===== config.mk =====
export PLATFORM = sky130hd
export DESIGN_NAME = pixel_scanner
export DESIGN_NICKNAME = d
export VERILOG_FILES = /design/src/rtl/common_defs.svh /design/src/rtl/vector_pkg.sv /design/src/rtl/pixel_scanner.sv
export SDC_FILE = /design/constraint.sdc
export NUM_CORES = 1
export LEC_CHECK = 0
export BUFFER_PORTS_ARGS = -buffer_cell sky130_fd_sc_hd__buf_4
export CORE_MARGIN = 5
export CORE_UTILIZATION = 40
export CTS_CLUSTER_SIZE = 16
export DETAILED_ROUTE_END_ITERATION = 8
export GPL_TIMING_DRIVEN = 0
export PLACE_DENSITY = 0.72
export SYNTH_ARGS = -nofsm -noshare
export SYNTH_HDL_FRONTEND = slang
export SYNTH_SLANG_ARGS = --single-unit

===== constraint.sdc =====
create_clock -name clk -period 4.1 [get_ports clk]
set_input_delay 0 -clock clk [delete_from_list [all_inputs] [get_ports clk]]
set_output_delay 0 -clock clk [all_outputs]
set_load 0.005 [all_outputs]

===== src/rtl/common_defs.svh =====
`ifndef COMMON_DEFS_SVH
`define COMMON_DEFS_SVH

// one and one half in q8.24
`define FP_ONE 32'sh0100_0000
`define FP_HALF 32'sh0080_0000

// same two constants in q11.21, screen space
`define FP_ONE_Q11_21 32'sh0020_0000
`define FP_HALF_Q11_21 32'sh0010_0000

`endif


===== src/rtl/vector_pkg.sv =====
package vector_pkg;

    // q8.24 signed fixed point, one is 2^24
    typedef logic signed [31:0] fp;

    // three component vector, x in the top word
    typedef struct packed {
        fp x;
        fp y;
        fp z;
    } vec3;

    // pixel scanner states
    typedef enum logic [1:0] {
        SCAN_IDLE,
        SCAN_RUN,
        SCAN_DONE
    } scan_state_t;

    // q8.24 product
    // full 64-bit signed product, drop 24 fraction bits, keep low word
    function automatic fp fp_mul(input fp a, input fp b);
        logic signed [63:0] prod;
        prod = a * b;
        return fp'(prod >>> 24);
    endfunction

    // q11.21 product for screen space values
    function automatic fp fp_mul_q11_21(input fp a, input fp b);
        logic signed [63:0] prod;
        prod = a * b;
        return fp'(prod >>> 21);
    endfunction

    // dot product, each term truncated on its own
    function automatic fp vec3_dot(input vec3 a, input vec3 b);
        fp sum;
        sum = fp_mul(a.x, b.x);
        sum = sum + fp_mul(a.y, b.y);
        sum = sum + fp_mul(a.z, b.z);
        return sum;
    endfunction

    // cross product a x b
    function automatic vec3 vec3_cross(input vec3 a, input vec3 b);
        vec3 c;
        c.x = fp_mul(a.y, b.z) - fp_mul(a.z, b.y);
        c.y = fp_mul(a.z, b.x) - fp_mul(a.x, b.z);
        c.z = fp_mul(a.x, b.y) - fp_mul(a.y, b.x);
        return c;
    endfunction

endpackage


===== src/rtl/pixel_scanner.sv =====
`timescale 1ns/100ps

module pixel_scanner import vector_pkg::*; #(
    parameter int H_RES = 640,
    parameter int V_RES = 480,
    parameter int FIFO_DEPTH = 8
) (
    input logic clk,
    input logic rst,
    input logic start,
    input logic credit_return,
    output logic pix_valid,
    output logic frame_done,
    output logic [15:0] pix_x,
    output logic [15:0] pix_y
);

    // enough bits to hold a full set of credits
    localparam int CW = $clog2(FIFO_DEPTH + 1);

    scan_state_t state;
    logic [CW-1:0] credits;
    logic issue;
    logic last_x;
    logic last_y;

    // one pixel per cycle while running and holding a credit
    assign issue = (state == SCAN_RUN) && (credits != '0);
    assign pix_valid = issue;

    // counters are the coordinates of the pixel on offer
    assign last_x = (pix_x == 16'(H_RES - 1));
    assign last_y = (pix_y == 16'(V_RES - 1));

    // done from the cycle after the last issue until next start
    assign frame_done = (state == SCAN_DONE);

    always_ff @(posedge clk) begin
        if (!rst) begin
            state <= SCAN_IDLE;
            credits <= CW'(FIFO_DEPTH);
            pix_x <= '0;
            pix_y <= '0;
        end else begin
            // start only honoured outside a running frame
            if (start && (state != SCAN_RUN)) begin
                state <= SCAN_RUN;
                credits <= CW'(FIFO_DEPTH);
                pix_x <= '0;
                pix_y <= '0;
            end else begin
                // spend on issue, refill on pop, both may coincide
                credits <= credits + CW'(credit_return) - CW'(issue);
                if (issue) begin
                    // raster order, x fastest
                    if (last_x) begin
                        pix_x <= '0;
                        if (last_y) begin
                            pix_y <= '0;
                            state <= SCAN_DONE;
                        end else begin
                            pix_y <= pix_y + 16'd1;
                        end
                    end else begin
                        pix_x <= pix_x + 16'd1;
                    end
                end
            end
        end
    end

endmodule


# ---- Word level (Yosys, flattened, before mapping)
# Cells that the tools add are included.
dict set report classes {
  n_addsub 4
  multipliers 0
  div 0
  order_cmp 0
  eq_ne 5
  shift 0
  n_mux 6
  n_bitwise 1
  n_reduce_logical 10
}
# cell count
set ops {}
lappend ops {{$add 16x1->16 const B} 2}
lappend ops {{$mux 16} 2}
lappend ops {{$eq 16x10->1 const B} 1}
lappend ops {{$eq 16x9->1 const B} 1}
lappend ops {{$reduce_and 3->1} 2}
lappend ops {{$reduce_bool 2->1} 3}
lappend ops {{$add 4x1->4} 1}
lappend ops {{$mux 1} 4}
lappend ops {{$reduce_bool 4->1} 1}
lappend ops {{$sub 4x1->4} 1}
lappend ops {{$eq 2x1->1 const B} 1}
lappend ops {{$eq 2x2->1 const B} 1}
lappend ops {{$logic_and 1x1->1} 2}
lappend ops {{$ne 2x1->1 const B} 1}
lappend ops {{$reduce_and 2->1} 1}
lappend ops {{$reduce_or 2->1} 1}
lappend ops {{$not 1->1} 1}
dict set report word_totals {
  reg_bits 38
  latch_bits 0
  mem_bits_rw 0
  romBits 0
  output_inout_bits 34
  memories 0
}

# ---- Longest topological paths before layout
dict set report depth {
  ltp_word 5
  ltp_mapped 11
  mapped_depth_nobuf 11
}

# ---- Worst setup path before layout
# No wires, ideal clock.
dict set report synth_path {
  path_type {reg-to-reg}
  start {reg credits[2]}
  end {reg credits[2]}
  setup_time_ps 116
  arrival_time_ps 2051
  required_ps 3984
  path_slack_ps 1933
  stages_incl_launch_ff 12
  n_path_buf 0
  synth_period_minus_slack_ps 2167
  path_cell_list {dfxtp_1 inv_1 ha_1 nor3b_1 nor2_1 ha_1 inv_1 ha_1 inv_1 fa_1 xor2_1 nor2_1}
}
dict set report synth_via {
  elab_chain_cells 3
  elab_cells_between_ends 4
  cone_classes {add/sub: 2; reduce/logical: 2}
}
# element line_no
set synth_lines {}
lappend synth_lines {{from (decl)} pixel_scanner.sv:22} ;# logic [CW-1:0] credits;
lappend synth_lines {{from (signal assigned)} pixel_scanner.sv:41} ;# credits <= CW'(FIFO_DEPTH);
lappend synth_lines {{from (signal assigned)} pixel_scanner.sv:48} ;# credits <= CW'(FIFO_DEPTH);
lappend synth_lines {{from (signal assigned)} pixel_scanner.sv:53} ;# credits <= credits + CW'(credit_return) - CW'(issue);
lappend synth_lines {{$reduce_bool 4->1} pixel_scanner.sv:28} ;# assign issue = (state == SCAN_RUN) && (credits != '0);
lappend synth_lines {{$logic_and 1x1->1} pixel_scanner.sv:28}
lappend synth_lines {{net pix_valid} pixel_scanner.sv:12} ;# output logic pix_valid,
lappend synth_lines {{$sub 4x1->4} pixel_scanner.sv:53}
# The timed path passes the listed nets, and every way through them passes these cells.
# A chain may end at the register's enable or synchronous reset.

# ---- Final worst setup path
dict set report layout_path {
  start {reg pix_x[6]}
  end {reg pix_x[10]}
}
dict set report layout_via {
  elab_chain_cells 2
  elab_cells_between_ends 3
  cone_classes {add/sub: 1; eq/ne: 1; mux: 1}
}
# element line_no
set layout_lines {}
lappend layout_lines {{from (decl)} pixel_scanner.sv:14} ;# output logic [15:0] pix_x,
lappend layout_lines {{from (signal assigned)} pixel_scanner.sv:65} ;# pix_x <= pix_x + 16'd1;
lappend layout_lines {{$add 16x1->16 or $eq 16x10->1 (tied branches)} {pixel_scanner.sv:65, pixel_scanner.sv:32}}
lappend layout_lines {{$mux 16 *} pixel_scanner.sv:56} ;# if (last_x) begin
# Mark *: on every way between the ends. The rest lies on a longest branch, timed or not.

==> flow_summary.json <==
{
  "drive_above_1_share": 0.188,
  "fin_ws_ns": 1.61,
  "pwr-share-seq": 0.532,
  "wire_per_inst_microns": 12.8,
  "period_share": 0.609,
  "clkSlewWorstSetupHoldPaths_ns": 0.07,
  "track_usage": 0.149,
  "initial_core_util": 0.411,
  "slowest_stage": "nor4b_1",
  "skew_ns": 0.00491,
  "postSynth.asyncResetShare": 0,
  "syn_inst": 227,
  "grt_max_degree": 11,
  "rsz0062_at_grt": "no",
  "antenna_found_initial": 0,
  "ys_ff_latch": 38,
  "place_hpwl_microns": 3340,
  "drt-total-wl_microns": 4340,
  "vias_per_cell": 5.16,
  "synth_area_leaders": "dfxtp_1 (39%), nor2_1 (7.0%), xor2_1 (6.8%), xnor2_1 (5.0%), ha_1 (4.5%)",
  "criticalPathCategory": "flip-flop to flip-flop",
  "synthToLayoutAreaGrowth_pct": 23.1,
  "seq_area_frac_synth": 0.392,
  "cts_resized": 0,
  "crit_fanout": 10,
  "ctsHtreeMaxLevel": 2,
  "fin_cells": 339,
  "yosys_warnings": 0,
  "die_h_microns": 79.7,
  "arrival_ns": 2.67,
  "final_antenna_net_count": 0,
  "rrSetupSlack_ns": 1.61,
  "drc": 0,
  "yosys.area.top_type": "dfxtp_1",
  "die_area_sq_um": 6350,
  "synth_area_sq_um": 1940,
  "worstMarginPinSlew_ns": 1.02,
  "synth_cell_types": 41,
  "final_hold_viol_count": 0,
  "core-area_sq_um": 4720,
  "setup-tns-final_ns": 0,
  "fin_util": 0.506,
  "path_cells": "nor4b_1 > nand3_1 > nand2_1 > buf_2 > nor2_1",
  "cts_sinks": 38,
  "cpPeakStageDelay_ns": 0.86,
  "cp_data_required_time_ns": 4.27,
  "avgSynthCellArea_sq_um": 8.56,
  "fin_crit_ns": 2.49,
  "post-place-ws_ns": 1.61,
  "synth_edf_count": 0,
  "fmax_mhz": 401,
  "antennaDiodeCount": 0,
  "routabilityCongestion": 0.827,
  "hold_path.startpoint": "start",
  "setup_viol": 0,
  "hold_path_class": "primary input to flip-flop",
  "power_switching_uw": 183,
  "synth_top_area_frac": 0.392,
  "peakVddDrop_v": 0.000164,
  "vias": 1750,
  "report.final.slew_viol_count": 0,
  "first_pass_iters": 4,
  "power_leakage_uw": 0.000938,
  "rr_worst_depth": 5,
  "nets": 284,
  "crit_path_start_kind": "flip-flop",
  "end_kind": "flip-flop",
  "clockBufferDepth": 2,
  "relSlewSlack": 0.308,
  "overflow": 0,
  "hold_path_end": "state[0]",
  "drv_cap": 0,
  "clock_latency_ns": 0.29,
  "rr_endpoint": "pix_x[10]",
  "cts_root_buf": "clkbuf_8",
  "p_comb_frac": 0.152,
  "r2r_start": "pix_x[6]",
  "grt_pass1_vias": 1622,
  "cts_tree": "done",
  "dp_cells": 331,
  "status": "completed",
  "fp.dieW_microns": 79.7,
  "row_count": 25,
  "port_buffers": 37,
  "clkPwrFrac": 0.316,
  "syn_nets": 239,
  "power_density_nw_per_um2": 308,
  "ios": 38,
  "grt_pass1_wl_microns": 7470,
  "p_int_uw": 554,
  "drtIter0Drc": 62,
  "ys.flop_type": "dfxtp_1",
  "min_path_cells": 3,
  "switching_share": 0.248,
  "cts-buffers-inserted": 5,
  "finalPower_uw": 736
}
[power groups by stage]
stage	clock (uW)	sequential (uW)	combinational (uW)
2_1_floorplan	0	398	87.1
3_3_place_gp	0	400	108
4_1_cts	245	392	115
6_report	233	392	112
5_1_grt	261	393	133
3_5_place_dp	0	400	114
[what timing repair did]
action	in CTS	in global routing
hold buffers	1	0
hold endpoints to repair	2	0
buffers inserted	0	0
[synth_stat cells (all sizes together) (2+ instances only)]
| library cell | n |
|---|---|
| nor2 | 36 |
| nand4 | 11 |
| a21oi | 5 |
| nand2 | 19 |
| and4 | 3 |
| nand2b | 2 |
| dfxtp | 38 |
| and2 | 5 |
| or4 | 5 |
| xor2 | 15 |
| o21ai | 4 |
| ha | 7 |
| buf | 2 |
| a22o | 2 |
| nand3 | 11 |
| or4b | 3 |
| nor3 | 8 |
| mux2i | 2 |
| o31ai | 3 |
| nor4 | 4 |
| clkbuf | 2 |
| xnor2 | 11 |
| inv | 9 |
| and3 | 9 |
[how the worst max path moves through the flow]
stage | from | endpoint | slack, ns | depth (start not counted)
global placement | pix_x[6] | pix_x[15] | 1.65 | 5
detailed placement | pix_x[6] | pix_x[2] | 1.61 | 5
finish | pix_x[6] | pix_x[10] | 1.61 | 5
CTS | pix_x[6] | pix_x[15] | 1.59 | 5
floorplan | credits[2] | credits[2] | 1.93 | 11
global route | pix_x[6] | pix_y[5] | 1.31 | 5
[area by class of cell]
cell class,instances,area [sq um]
tap,67,83.8
multi-input combinational,176,1130
inverter,9,33.8
clock buffer,7,76.3
buffer,4,17.5
fill,461,2330
timing repair buffer,38,288
sequential,38,761
[sequential cells by signal (all words and copies together), names as in the netlist]
register  cells
credits       4
state         2
pix_y        16
pix_x        16
[layout by cell type (no fill, tap or decap), types with 2 or more instances in the layout]
master and count:
nor2_1 36, o31ai_1 3, and4_1 3, or4b_2 2
a22o_1 2, nor4_1 3, mux2i_1 2, inv_1 9
and3_1 9, nand4_1 11, o21ai_0 3, nand3_1 11
and2_1 4, a21oi_1 5, clkbuf_1 4, clkbuf_8 5
nand2_1 19, buf_4 37, xnor2_1 11, nor3_1 7
buf_2 2, or4_1 4, xor2_1 15, ha_1 7
dfxtp_1 38, nand2b_1 2
[cell families (layout without fill, tap and decap cells)]
group                    after synthesis  in the layout  share of synthesized area
XOR/XNOR                              26             26                      0.117
AO/OA/AOI/OAI                         18             18                     0.0586
flip-flops                            38             38                      0.392
multiplexers                           2              2                     0.0103
buffers and inverters                 13             58                     0.0264
AND/OR/NAND/NOR                      122            122                      0.341
adder cells (fa/ha/maj)                8              8                     0.0554
[worst max-delay path, delay by kind of cell, from the launching register on]
family / cells / cell delay, ns
buffers and inverters: 1 / 0.28
and+or+nand+nor: 4 / 1.64
DFF: 1 / 0.46
[stage by stage]
step,hold slack (ns),instance area (sq um)
after floorplan,0.146,1940
after global placement,0.253,2300
after detailed placement,0.258,2300
after CTS,0.0403,2390
after global routing,0.0709,2390
final,0.0475,2390
[routing by layer]
metal | vias to the layer above | part of all wire | global-route usage
li1 | 887 | - | -
met1 | 808 | 0.48 | 0.194
met2 | 47 | 0.43 | 0.227
met3 | 8 | 0.063 | 0.0542
met4 | 0 | 0.017 | 0.0515
met5 | - | 0 | 0
Power figures use the tool's default switching activity.
