File: src/rtl/common_defs.svh
`ifndef COMMON_DEFS_SVH
`define COMMON_DEFS_SVH

// one and one half in q8.24
`define FP_ONE 32'sh0100_0000
`define FP_HALF 32'sh0080_0000

// same two constants in q11.21, screen space
`define FP_ONE_Q11_21 32'sh0020_0000
`define FP_HALF_Q11_21 32'sh0010_0000

`endif

File: src/rtl/vector_pkg.sv
package vector_pkg;

    // q8.24 signed fixed point, one is 2^24
    typedef logic signed [31:0] fp;

    // three component vector, x in the top word
    typedef struct packed {
        fp x;
        fp y;
        fp z;
    } vec3;

    // pixel scanner states
    typedef enum logic [1:0] {
        SCAN_IDLE,
        SCAN_RUN,
        SCAN_DONE
    } scan_state_t;

    // q8.24 product
    // full 64-bit signed product, drop 24 fraction bits, keep low word
    function automatic fp fp_mul(input fp a, input fp b);
        logic signed [63:0] prod;
        prod = a * b;
        return fp'(prod >>> 24);
    endfunction

    // q11.21 product for screen space values
    function automatic fp fp_mul_q11_21(input fp a, input fp b);
        logic signed [63:0] prod;
        prod = a * b;
        return fp'(prod >>> 21);
    endfunction

    // dot product, each term truncated on its own
    function automatic fp vec3_dot(input vec3 a, input vec3 b);
        fp sum;
        sum = fp_mul(a.x, b.x);
        sum = sum + fp_mul(a.y, b.y);
        sum = sum + fp_mul(a.z, b.z);
        return sum;
    endfunction

    // cross product a x b
    function automatic vec3 vec3_cross(input vec3 a, input vec3 b);
        vec3 c;
        c.x = fp_mul(a.y, b.z) - fp_mul(a.z, b.y);
        c.y = fp_mul(a.z, b.x) - fp_mul(a.x, b.z);
        c.z = fp_mul(a.x, b.y) - fp_mul(a.y, b.x);
        return c;
    endfunction

endpackage

File: src/rtl/ray_fifo.sv
`timescale 1ns/100ps

module ray_fifo import vector_pkg::*; #(
    parameter int FIFO_DEPTH = 8
) (
    input logic clk,
    input logic rst,
    input logic ray_valid,
    input logic out_ready,
    input fp ray_x,
    input fp ray_y,
    input fp ray_z,
    input logic [15:0] ray_px,
    input logic [15:0] ray_py,
    output logic out_valid,
    output logic credit_return,
    output fp out_x,
    output fp out_y,
    output fp out_z,
    output logic [15:0] out_px,
    output logic [15:0] out_py
);

    // three fp words plus two 16-bit tags
    localparam int W = 3 * 32 + 2 * 16;
    localparam int PW = $clog2(FIFO_DEPTH);
    localparam int CW = $clog2(FIFO_DEPTH + 1);

    logic [W-1:0] mem [FIFO_DEPTH];
    logic [PW-1:0] wr_ptr;
    logic [PW-1:0] rd_ptr;
    logic [CW-1:0] count;
    logic pop;

    assign out_valid = (count != '0);
    assign pop = out_valid && out_ready;
    // one credit back to the scanner per pop
    assign credit_return = pop;

    // head entry straight from storage
    assign {out_x, out_y, out_z, out_px, out_py} = mem[rd_ptr];

    // storage, no room check since credits bound occupancy
    always_ff @(posedge clk) begin
        if (ray_valid) begin
            mem[wr_ptr] <= {ray_x, ray_y, ray_z, ray_px, ray_py};
        end
    end

    always_ff @(posedge clk) begin
        if (!rst) begin
            wr_ptr <= '0;
            rd_ptr <= '0;
            count <= '0;
        end else begin
            // pointers wrap at depth, which need not be a power of two
            if (ray_valid) begin
                wr_ptr <= (wr_ptr == PW'(FIFO_DEPTH - 1)) ? '0 : wr_ptr + PW'(1);
            end
            if (pop) begin
                rd_ptr <= (rd_ptr == PW'(FIFO_DEPTH - 1)) ? '0 : rd_ptr + PW'(1);
            end
            count <= count + CW'(ray_valid) - CW'(pop);
        end
    end

endmodule

File: config.mk
export PLATFORM = sky130hd
export DESIGN_NAME = ray_fifo
export DESIGN_NICKNAME = d
export VERILOG_FILES = /design/src/rtl/common_defs.svh /design/src/rtl/vector_pkg.sv /design/src/rtl/ray_fifo.sv
export SDC_FILE = /design/constraint.sdc
export NUM_CORES = 1
export LEC_CHECK = 0
export BUFFER_PORTS_ARGS = -buffer_cell sky130_fd_sc_hd__buf_2
export CORE_ASPECT_RATIO = 0.8
export CORE_MARGIN = 3
export CORE_UTILIZATION = 63
export CTS_BUF_LIST = sky130_fd_sc_hd__clkbuf_4
export CTS_CLUSTER_SIZE = 28
export DETAILED_ROUTE_END_ITERATION = 6
export PLACE_DENSITY = 0.81
export SLEW_MARGIN = 40
export SYNTH_ARGS = -nofsm -noshare
export SYNTH_HDL_FRONTEND = slang
export SYNTH_SLANG_ARGS = --single-unit
File: constraint.sdc
create_clock -name clk -period 12.1 [get_ports clk]
set_input_delay 0.605 -clock clk [delete_from_list [all_inputs] [get_ports clk]]
set_output_delay 0.605 -clock clk [all_outputs]
set_load 0.01 [all_outputs]
# Yosys cells after proc, flatten, opt, wreduce, memory -nomap -nowiden
# Memory sizes are Yosys's and may differ from the RTL's. A register that Yosys moved wholly into a read port is not among the register bits.
# Cells that the tools add are included.
dict set report word_totals {
  register_bits 10
  latchBits 0
  mem_bits_rw 1024
  romBits 0
  input_bits 132
  word_cells 18
  n_memories 1
}
# name depth width read_ports rd_clocked_by_memory_dff wr line
set mem_list {}
lappend mem_list {mem 8 128 1 1 1 ray_fifo.sv:29} ;# logic [W-1:0] mem [FIFO_DEPTH];
dict set report classes {
  n_addsub 4
  mul 0
  div 0
  magnitude_cmp 0
  n_eq_ne 2
  shifts 0
  n_mux 6
  n_bitwise 0
  n_reduce_logical 2
}
# operator n
set op_table {}
lappend op_table {{$mux W3} 4}
lappend op_table {{$add A3 B1 Y3 const B} 2}
lappend op_table {{$eq A3 B3 Y1 const B} 2}
lappend op_table {{$add A4 B1 Y4} 1}
lappend op_table {{$reduce_bool A4 Y1} 1}
lappend op_table {{$sub A4 B1 Y4} 1}
lappend op_table {{$mux W1} 2}
lappend op_table {{$logic_and A1 B1 Y1} 1}

# Logic depth before layout (Yosys ltp)
# Gate-level depths: netlist of the first run.
dict set report depth {
  ltp_word 4
  depth_mapped 10
  ltp_nobuf 10
}

# Worst setup path after synthesis of the first run
# OpenSTA, ideal clock, no wires.
dict set report synth_path {
  path_kind {input to register}
  startpoint {in ray_valid}
  endpoint {mem mem[0][0] (netlist bit) (enable)}
  setup_ps 772
  t_arrival_ps 9339
  required_time_ps 11328
  setup_slack_ps 1989
  path_stages 2
  path_buffers 0
  cell_sequence {nand2b_1 -> nor3_1}
}
dict set report synth_via {
  elab_chain_cells 2
}
# item line
set synth_lines {}
lappend synth_lines {{start: declaration} ray_fifo.sv:8} ;# input logic ray_valid,
lappend synth_lines {{$mux W1} ray_fifo.sv:45} ;# if (ray_valid) begin
lappend synth_lines {{$mux W1 (not written as such)} ray_fifo.sv:46} ;# mem[wr_ptr] <= {ray_x, ray_y, ray_z, ray_px, ray_py};
lappend synth_lines {{end: declaration} ray_fifo.sv:29}
# No other way between the ends.

==> results of run 1 <==
## worst reg2reg max path, delay by kind of cell, from the launching register on
family	cells	cell delay [ns]
buffers and inverters	2	1.33
DFF	1	0.40
and+or+nand+nor	2	0.47
## Yosys cell counts (3+ instances only)
cell      number  area, um^2
and2_1         4       25.02
mux2i_1        5       50.05
dfxtp_1       13       260.3
mux4_2       191        4302
ha_1           8       100.1
mux2_2       128        1441
edfxtp_1    1024       30750
mux4_1        65        1708
clkbuf_8      14       192.7
buf_1         11       41.29
nand2_1        7       26.28
buf_8         18       270.3
buf_6          8       90.09
o21ai_0        4       20.02
inv_1          7       26.28
nor2_1         8       30.03
clkbuf_1      15       56.30
nand2b_1       3       18.77
## logic make-up (layout without fill, tap and decap cells)
group           after synthesis  count (layout)  share of synthesized area, %
compound gates                9               9                        0.1359
xor+xnor                      1               1                       0.02213
fa+ha+maj                     9               9                        0.3034
buf+inv                      79             852                         1.874
flops                      1037            1037                         78.32
mux                         389             389                         18.95
other cells                   0               9                             0
simple gates                 31              31                        0.3951
## layout by cell type, fill, tap and decap left out, types with 8 or more instances in the layout
cell type	instances
edfxtp_1	1024
ha_1	8
dfxtp_1	10
mux4_2	191
dlygate4sd3_1	133
diode_2	9
buf_4	21
mux4_1	65
clkinv_1	37
clkbuf_4	358
buf_2	261
buf_6	10
mux2_2	128
## power by group through the flow
stage / Sequential, mW / Combinational, mW / Clock [mW]
global placement: 4.16 / 0.955 / 0
floorplan: 4.15 / 0.707 / 0
finish: 4.07 / 1.02 / 2.74
CTS: 4.08 / 1.02 / 2.79
detailed placement: 4.16 / 0.975 / 0
global route: 4.08 / 1.10 / 3.01
## per-layer routing
metal | routed length (um) | part of all wire (%) | up-vias | GRT usage (%)
met5 | 39 | 0.050 | - | 0
met4 | 1550 | 2.0 | 6 | 8.840
li1 | - | - | 8108 | -
met1 | 31140 | 40 | 9776 | 33.21
met2 | 39660 | 51 | 753 | 39.88
met3 | 5669 | 7.3 | 124 | 6.254
## cell type report
cell class / instances / area share (%)
clock buffers: 358 / 5.825
clock inverters: 54 / 0.7918
repair buffers: 433 / 6.687
well taps: 830 / 2.251
multi-input cells: 439 / 17.11
inverters: 7 / 0.05694
flip-flops and latches: 1037 / 67.23
diodes: 9 / 0.04881
## worst max-delay path by stage
stage                     endpoint  depth (start not counted)  slack, ns
3_3_place_gp              out_z[3]                          5       7.80
4_1_cts                   out_x[4]                          5       6.80
3_5_place_dp              out_x[4]                          5       8.00
2_1_floorplan  mem[0][0]$_DFFE_PP_                          2       1.99
5_1_grt                  out_z[13]                          5       7.10
6_report                  out_z[9]                          5       7.42
## sequential cells by signal, summed over array words and instances, names as in the netlist, named ones only
signal and count:
mem 1024, wr_ptr 3, count 4, rd_ptr 3
## stage by stage
stage,utilization (%),std cells
floorplan,-,1555
global placement,67.41,2606
detailed placement,67.56,2608
CTS,74.67,3153
global route,74.86,3161
finish,74.88,3167
## repair_timing
action | in CTS | in global routing
endpoints found under the setup margin | 0 | 0
endpoints found under the hold margin | 1037 | 0
hold buffers | 133 | 0
==> metrics, run 1 <==
critical hold path startpoint=ray_py[9]; switching pwr=1.840 mW; HPWL after detailed placement=40890 um; Final nets=2287; PwrDens=169.7 mW/mm^2; row count=81; Detailed Route Iter0 Violations=1554; H-tree Lvls=4; Max Buffers Root-to-Sink=3; # fillers=3323; Core Footprint=0.06162 mm^2; Worst Max-Slew Pin Slew=0.8398 ns; part of the Yosys area used for sequential elements=78.32%; CP Capture Type=output port; post-synthesis sequential element count=1037; worst min-delay path class=in2reg; crit path time final=4.683 ns; die height=230.2 um; Routed WL per cell=24.65 um; post-cts resize count=0; pre-CTS setup slack=8.001 ns; combinational share of power=13.0%; Reg2Reg Setup Slack=9.44 ns; Register Area=0.03102 mm^2; CP Cell Sequence=buf_6 -> buf_12 -> mux4_1 -> mux2_2 -> buf_2; syn avg cell area=25.46 um^2; Syn-to-layout area delta=16.54%; post-route cell area=0.04614 mm^2; crit share post-route=38.71%; Main synth FF type=edfxtp_1; P_int=5.992 mW; number of synthesized flops with an enable pin=1024; Clock transition at path regs=0.07 ns; final slew viol count=0; drt drc=0; number of global-route vias before repair=20250; Final setup violation count=0; origin of the critical flop-to-flop path=wr_ptr[2]$_SDFFE_PN0P_; RSZ-0062 raised after global routing=no; CTS Buf Count=228; Yosys warnings=0; clk sinks=1037; clk_skew=0.06300 ns; leakage=15.24 nW; Worst-Skew Late Latency=1.04 ns; first-pass GRT wire length=120400 um; status=finished, final reports clean; Clock Tree Root=clkbuf_4; Slowest cell on crit path=mux4_1; share of layout cells above drive strength 1=43.17%; library cells used by synthesis=35; fin worst setup slack=7.417 ns; largest net degree at the start of global routing=95; Die ar.=0.06591 mm^2; Congestion Overflow GR=0; Hold WS=0.3612 ns; post-route ant nets=0; critical path required time=11.49 ns; vias per cell=5.926; crit-path max FO=94; Flop pwr share=52.0%; area of the multi-input gates=0.007895 mm^2; Fmax=213.5 MHz; CTS tree=done; Die W=286.3 um; final hold vios=0; crit start category=flop; Reg2Reg Depth=4; final setup TNS=0 ns; crit-path max cell delay=0.65 ns; total of max-cap violations=0; Initial Util=64.25%; Endpoint, Worst Hold=mem[2][9]$_DFFE_PP_; switch share=23.49%; initial antenna violation count=8; Mapped Cells=1555; CP bufs+invs=3; WS Path Type=reg2out; Placer Congestion=0.7206; Initial DRT Pass Iterations=5; post-layout total power=7.832 mW; dpl cell area=0.04163 mm^2; hold path depth=2; Max VDD drop=0.1453 mV; relative slew slack=44.02%; Clk pwr share=34.9%; FF-to-FF End=mem[4][60]$_DFFE_PP_; post-synthesis cell area=0.03959 mm^2; vias=18770; post-synth net total=1696; Worst Path Arrival=4.08 ns; async set or reset register ratio after synthesis=0%; IO Pins=262; total global-route track usage=24.62%; Crit path max-delay family=buffers and inverters; # Post-CTS Setup Buffers=0; WL final=78060 um; port buffer count=261
Power figures use the tool's default switching activity.
==> inputs of run 2 (changes only) <==
==> constraint.sdc (replaced) <==
create_clock -name clk -period 4.9 [get_ports clk]
set_input_delay 0.245 -clock clk [delete_from_list [all_inputs] [get_ports clk]]
set_output_delay 0.245 -clock clk [all_outputs]
set_load 0.01 [all_outputs]
==> run 2 against run 1 <==
Effect of this change:
- non-clock buffer count is 129 higher
- power is 150% higher
- clock power is 140% higher
- final cell count is 4.4% higher
==> metrics, run 2 (synthesized netlist as in run 1, its figures left out) <==
Worst Max-Slew Pin Slew=0.7937 ns (-0.04609 ns); top layer in use=met5; first-pass GRT wire length=125300 um (+4.1%); dpl cell area=0.04183 mm^2 (+0.49%); final hold vios=0 (unchanged); Die W=286.3 um (unchanged); WL met3=5770 um (+1.8%); crit start category=flop; largest registers=mem: 1024 flops, count: 4 flops; status=finished, final reports clean; port buffer count=261 (unchanged); Final setup violation count=0 (unchanged); total of max-cap violations=0 (unchanged); Routed WL per cell=24.45 um (-0.78%); FF-to-FF End=mem[0][25]$_DFFE_PP_; Syn-to-layout area delta=20.04%; Placer Congestion=0.7328 (+1.7%); origin of the critical flop-to-flop path=wr_ptr[2]$_SDFFE_PN0P_; final setup TNS=0 ns (unchanged); critical path required time=4.66 ns (-6.83 ns); count of non-filler cells in the finished layout=3307 (+4.4%); total global-route track usage=25.60% (+0.98 points); met2 routed WL=42040 um (+6.0%); Congestion Overflow GR=0 (unchanged); drt drc=0 (unchanged); Top reg by flops=mem; die height=230.2 um (unchanged); largest net degree at the start of global routing=103 (+8.4%); Endpoint, Worst Hold=mem[0][79]$_DFFE_PP_; clk_skew=0.06908 ns (+0.006084 ns); clk sinks=1037 (unchanged); Worst-Skew Late Latency=1.06 ns (+0.02 ns); crit share post-route=78.57%; CTS tree=done; hold buffers post-CTS=262 (+97%); Detailed Route Iter0 Violations=1497 (-3.7%); final slew viol count=0 (unchanged); hold path depth=2 (unchanged); WS Path Type=reg2out; Clock transition at path regs=0.08 ns (about the same); Fmax=259.7 MHz; Initial Util=64.25% (unchanged); max reg flops=1024 (unchanged); CTS Buf Count=232 (+1.8%); CP Capture Type=output port; number of global-route vias before repair=21180 (+4.6%); WL final=80870 um (+3.6%); placed cells=2612 (+0.15%); final core utilization=77.13% (+2.2 points); initial antenna violation count=7 (-1); row count=81 (unchanged); share of layout cells above drive strength 1=40.19% (-3.0 points); post-route cell area=0.04753 mm^2 (+3.0%); IO Pins=262 (unchanged); worst min-delay path class=in2reg; met1 wire length=31050 um (-0.28%); Initial DRT Pass Iterations=5 (unchanged); HPWL after detailed placement=39770 um (-2.7%); Die ar.=0.06591 mm^2 (unchanged); Core Footprint=0.06162 mm^2 (unchanged); Worst Path Arrival=3.61 ns (-0.47 ns); vias=19390 (+3.3%); fin worst setup slack=1.050 ns (-6.367 ns); Reg2Reg Setup Slack=2.39 ns (-7.05 ns); pre-CTS setup slack=2.152 ns (-5.849 ns); critical hold path startpoint=ray_y[15]; Max VDD drop=0.3498 mV (+140%); leakage=15.75 nW (+3.3%); vias per cell=5.862 (-1.1%); post-layout total power=19.36 mW (+150%); PwrDens=407.5 mW/mm^2 (+140%); relative slew slack=47.09% (+3.1 points); post-cts resize count=0 (unchanged); crit path time final=3.850 ns; RSZ-0062 raised after global routing=no; most frequent cells in the layout=edfxtp_1, clkbuf_4, dlygate4sd3_1, buf_2, mux4_2; H-tree Lvls=4 (unchanged); post-route ant nets=0 (unchanged); # Post-CTS Setup Buffers=0 (unchanged); Final nets=2420 (+5.8%); commonest non-fill, non-tap cell in the layout=edfxtp_1; Max Buffers Root-to-Sink=3 (unchanged); Hold WS=0.06646 ns (-0.2948 ns); Clock Tree Root=clkbuf_4; crit-path max FO=61 (-35%); Reg2Reg Depth=4 (unchanged)
run 2: area by class of cell:
type | count | area (um^2)
Tap cell | 830 | 1039
Clock buffer | 345 | 2590
Timing Repair Buffer | 562 | 4489
Multi-Input combinational cell | 439 | 7908
Clock inverter | 76 | 425.4
Inverter | 7 | 26.28
Fill cell | 3171 | 14090
Antenna cell | 11 | 27.53
Sequential cell | 1037 | 31020
run 2: how the worst max path moves through the flow:
| stage | endpoint | cells past startpoint |
|---|---|---|
| final | out_x[5] | 5 |
| after global routing | out_x[3] | 5 |
| after CTS | out_x[5] | 4 |
| after detailed placement | out_x[5] | 4 |
| after global placement | out_x[5] | 4 |
| after floorplan | mem[1][0]$_DFFE_PP_ | 2 |
run 2: layer usage:
metal	up-vias	GRT usage (%)
met5	-	0
met4	6	9.079
met3	157	6.065
met2	800	42.75
met1	10050	33.63
li1	8371	-
run 2: power by group:
group          internal (mW)  switching [mW]
registers               9.96          0.0974
logic                   1.35            1.28
clock network           3.39            3.28
total                   14.7            4.66
run 2: worst max-delay path, stage by stage (launching register included):
cell and delay (ns):
dfxtp_4 0.66, buf_12 0.35, buf_16 0.39, mux4_1 0.60
mux2_2 0.30, buf_2 0.14
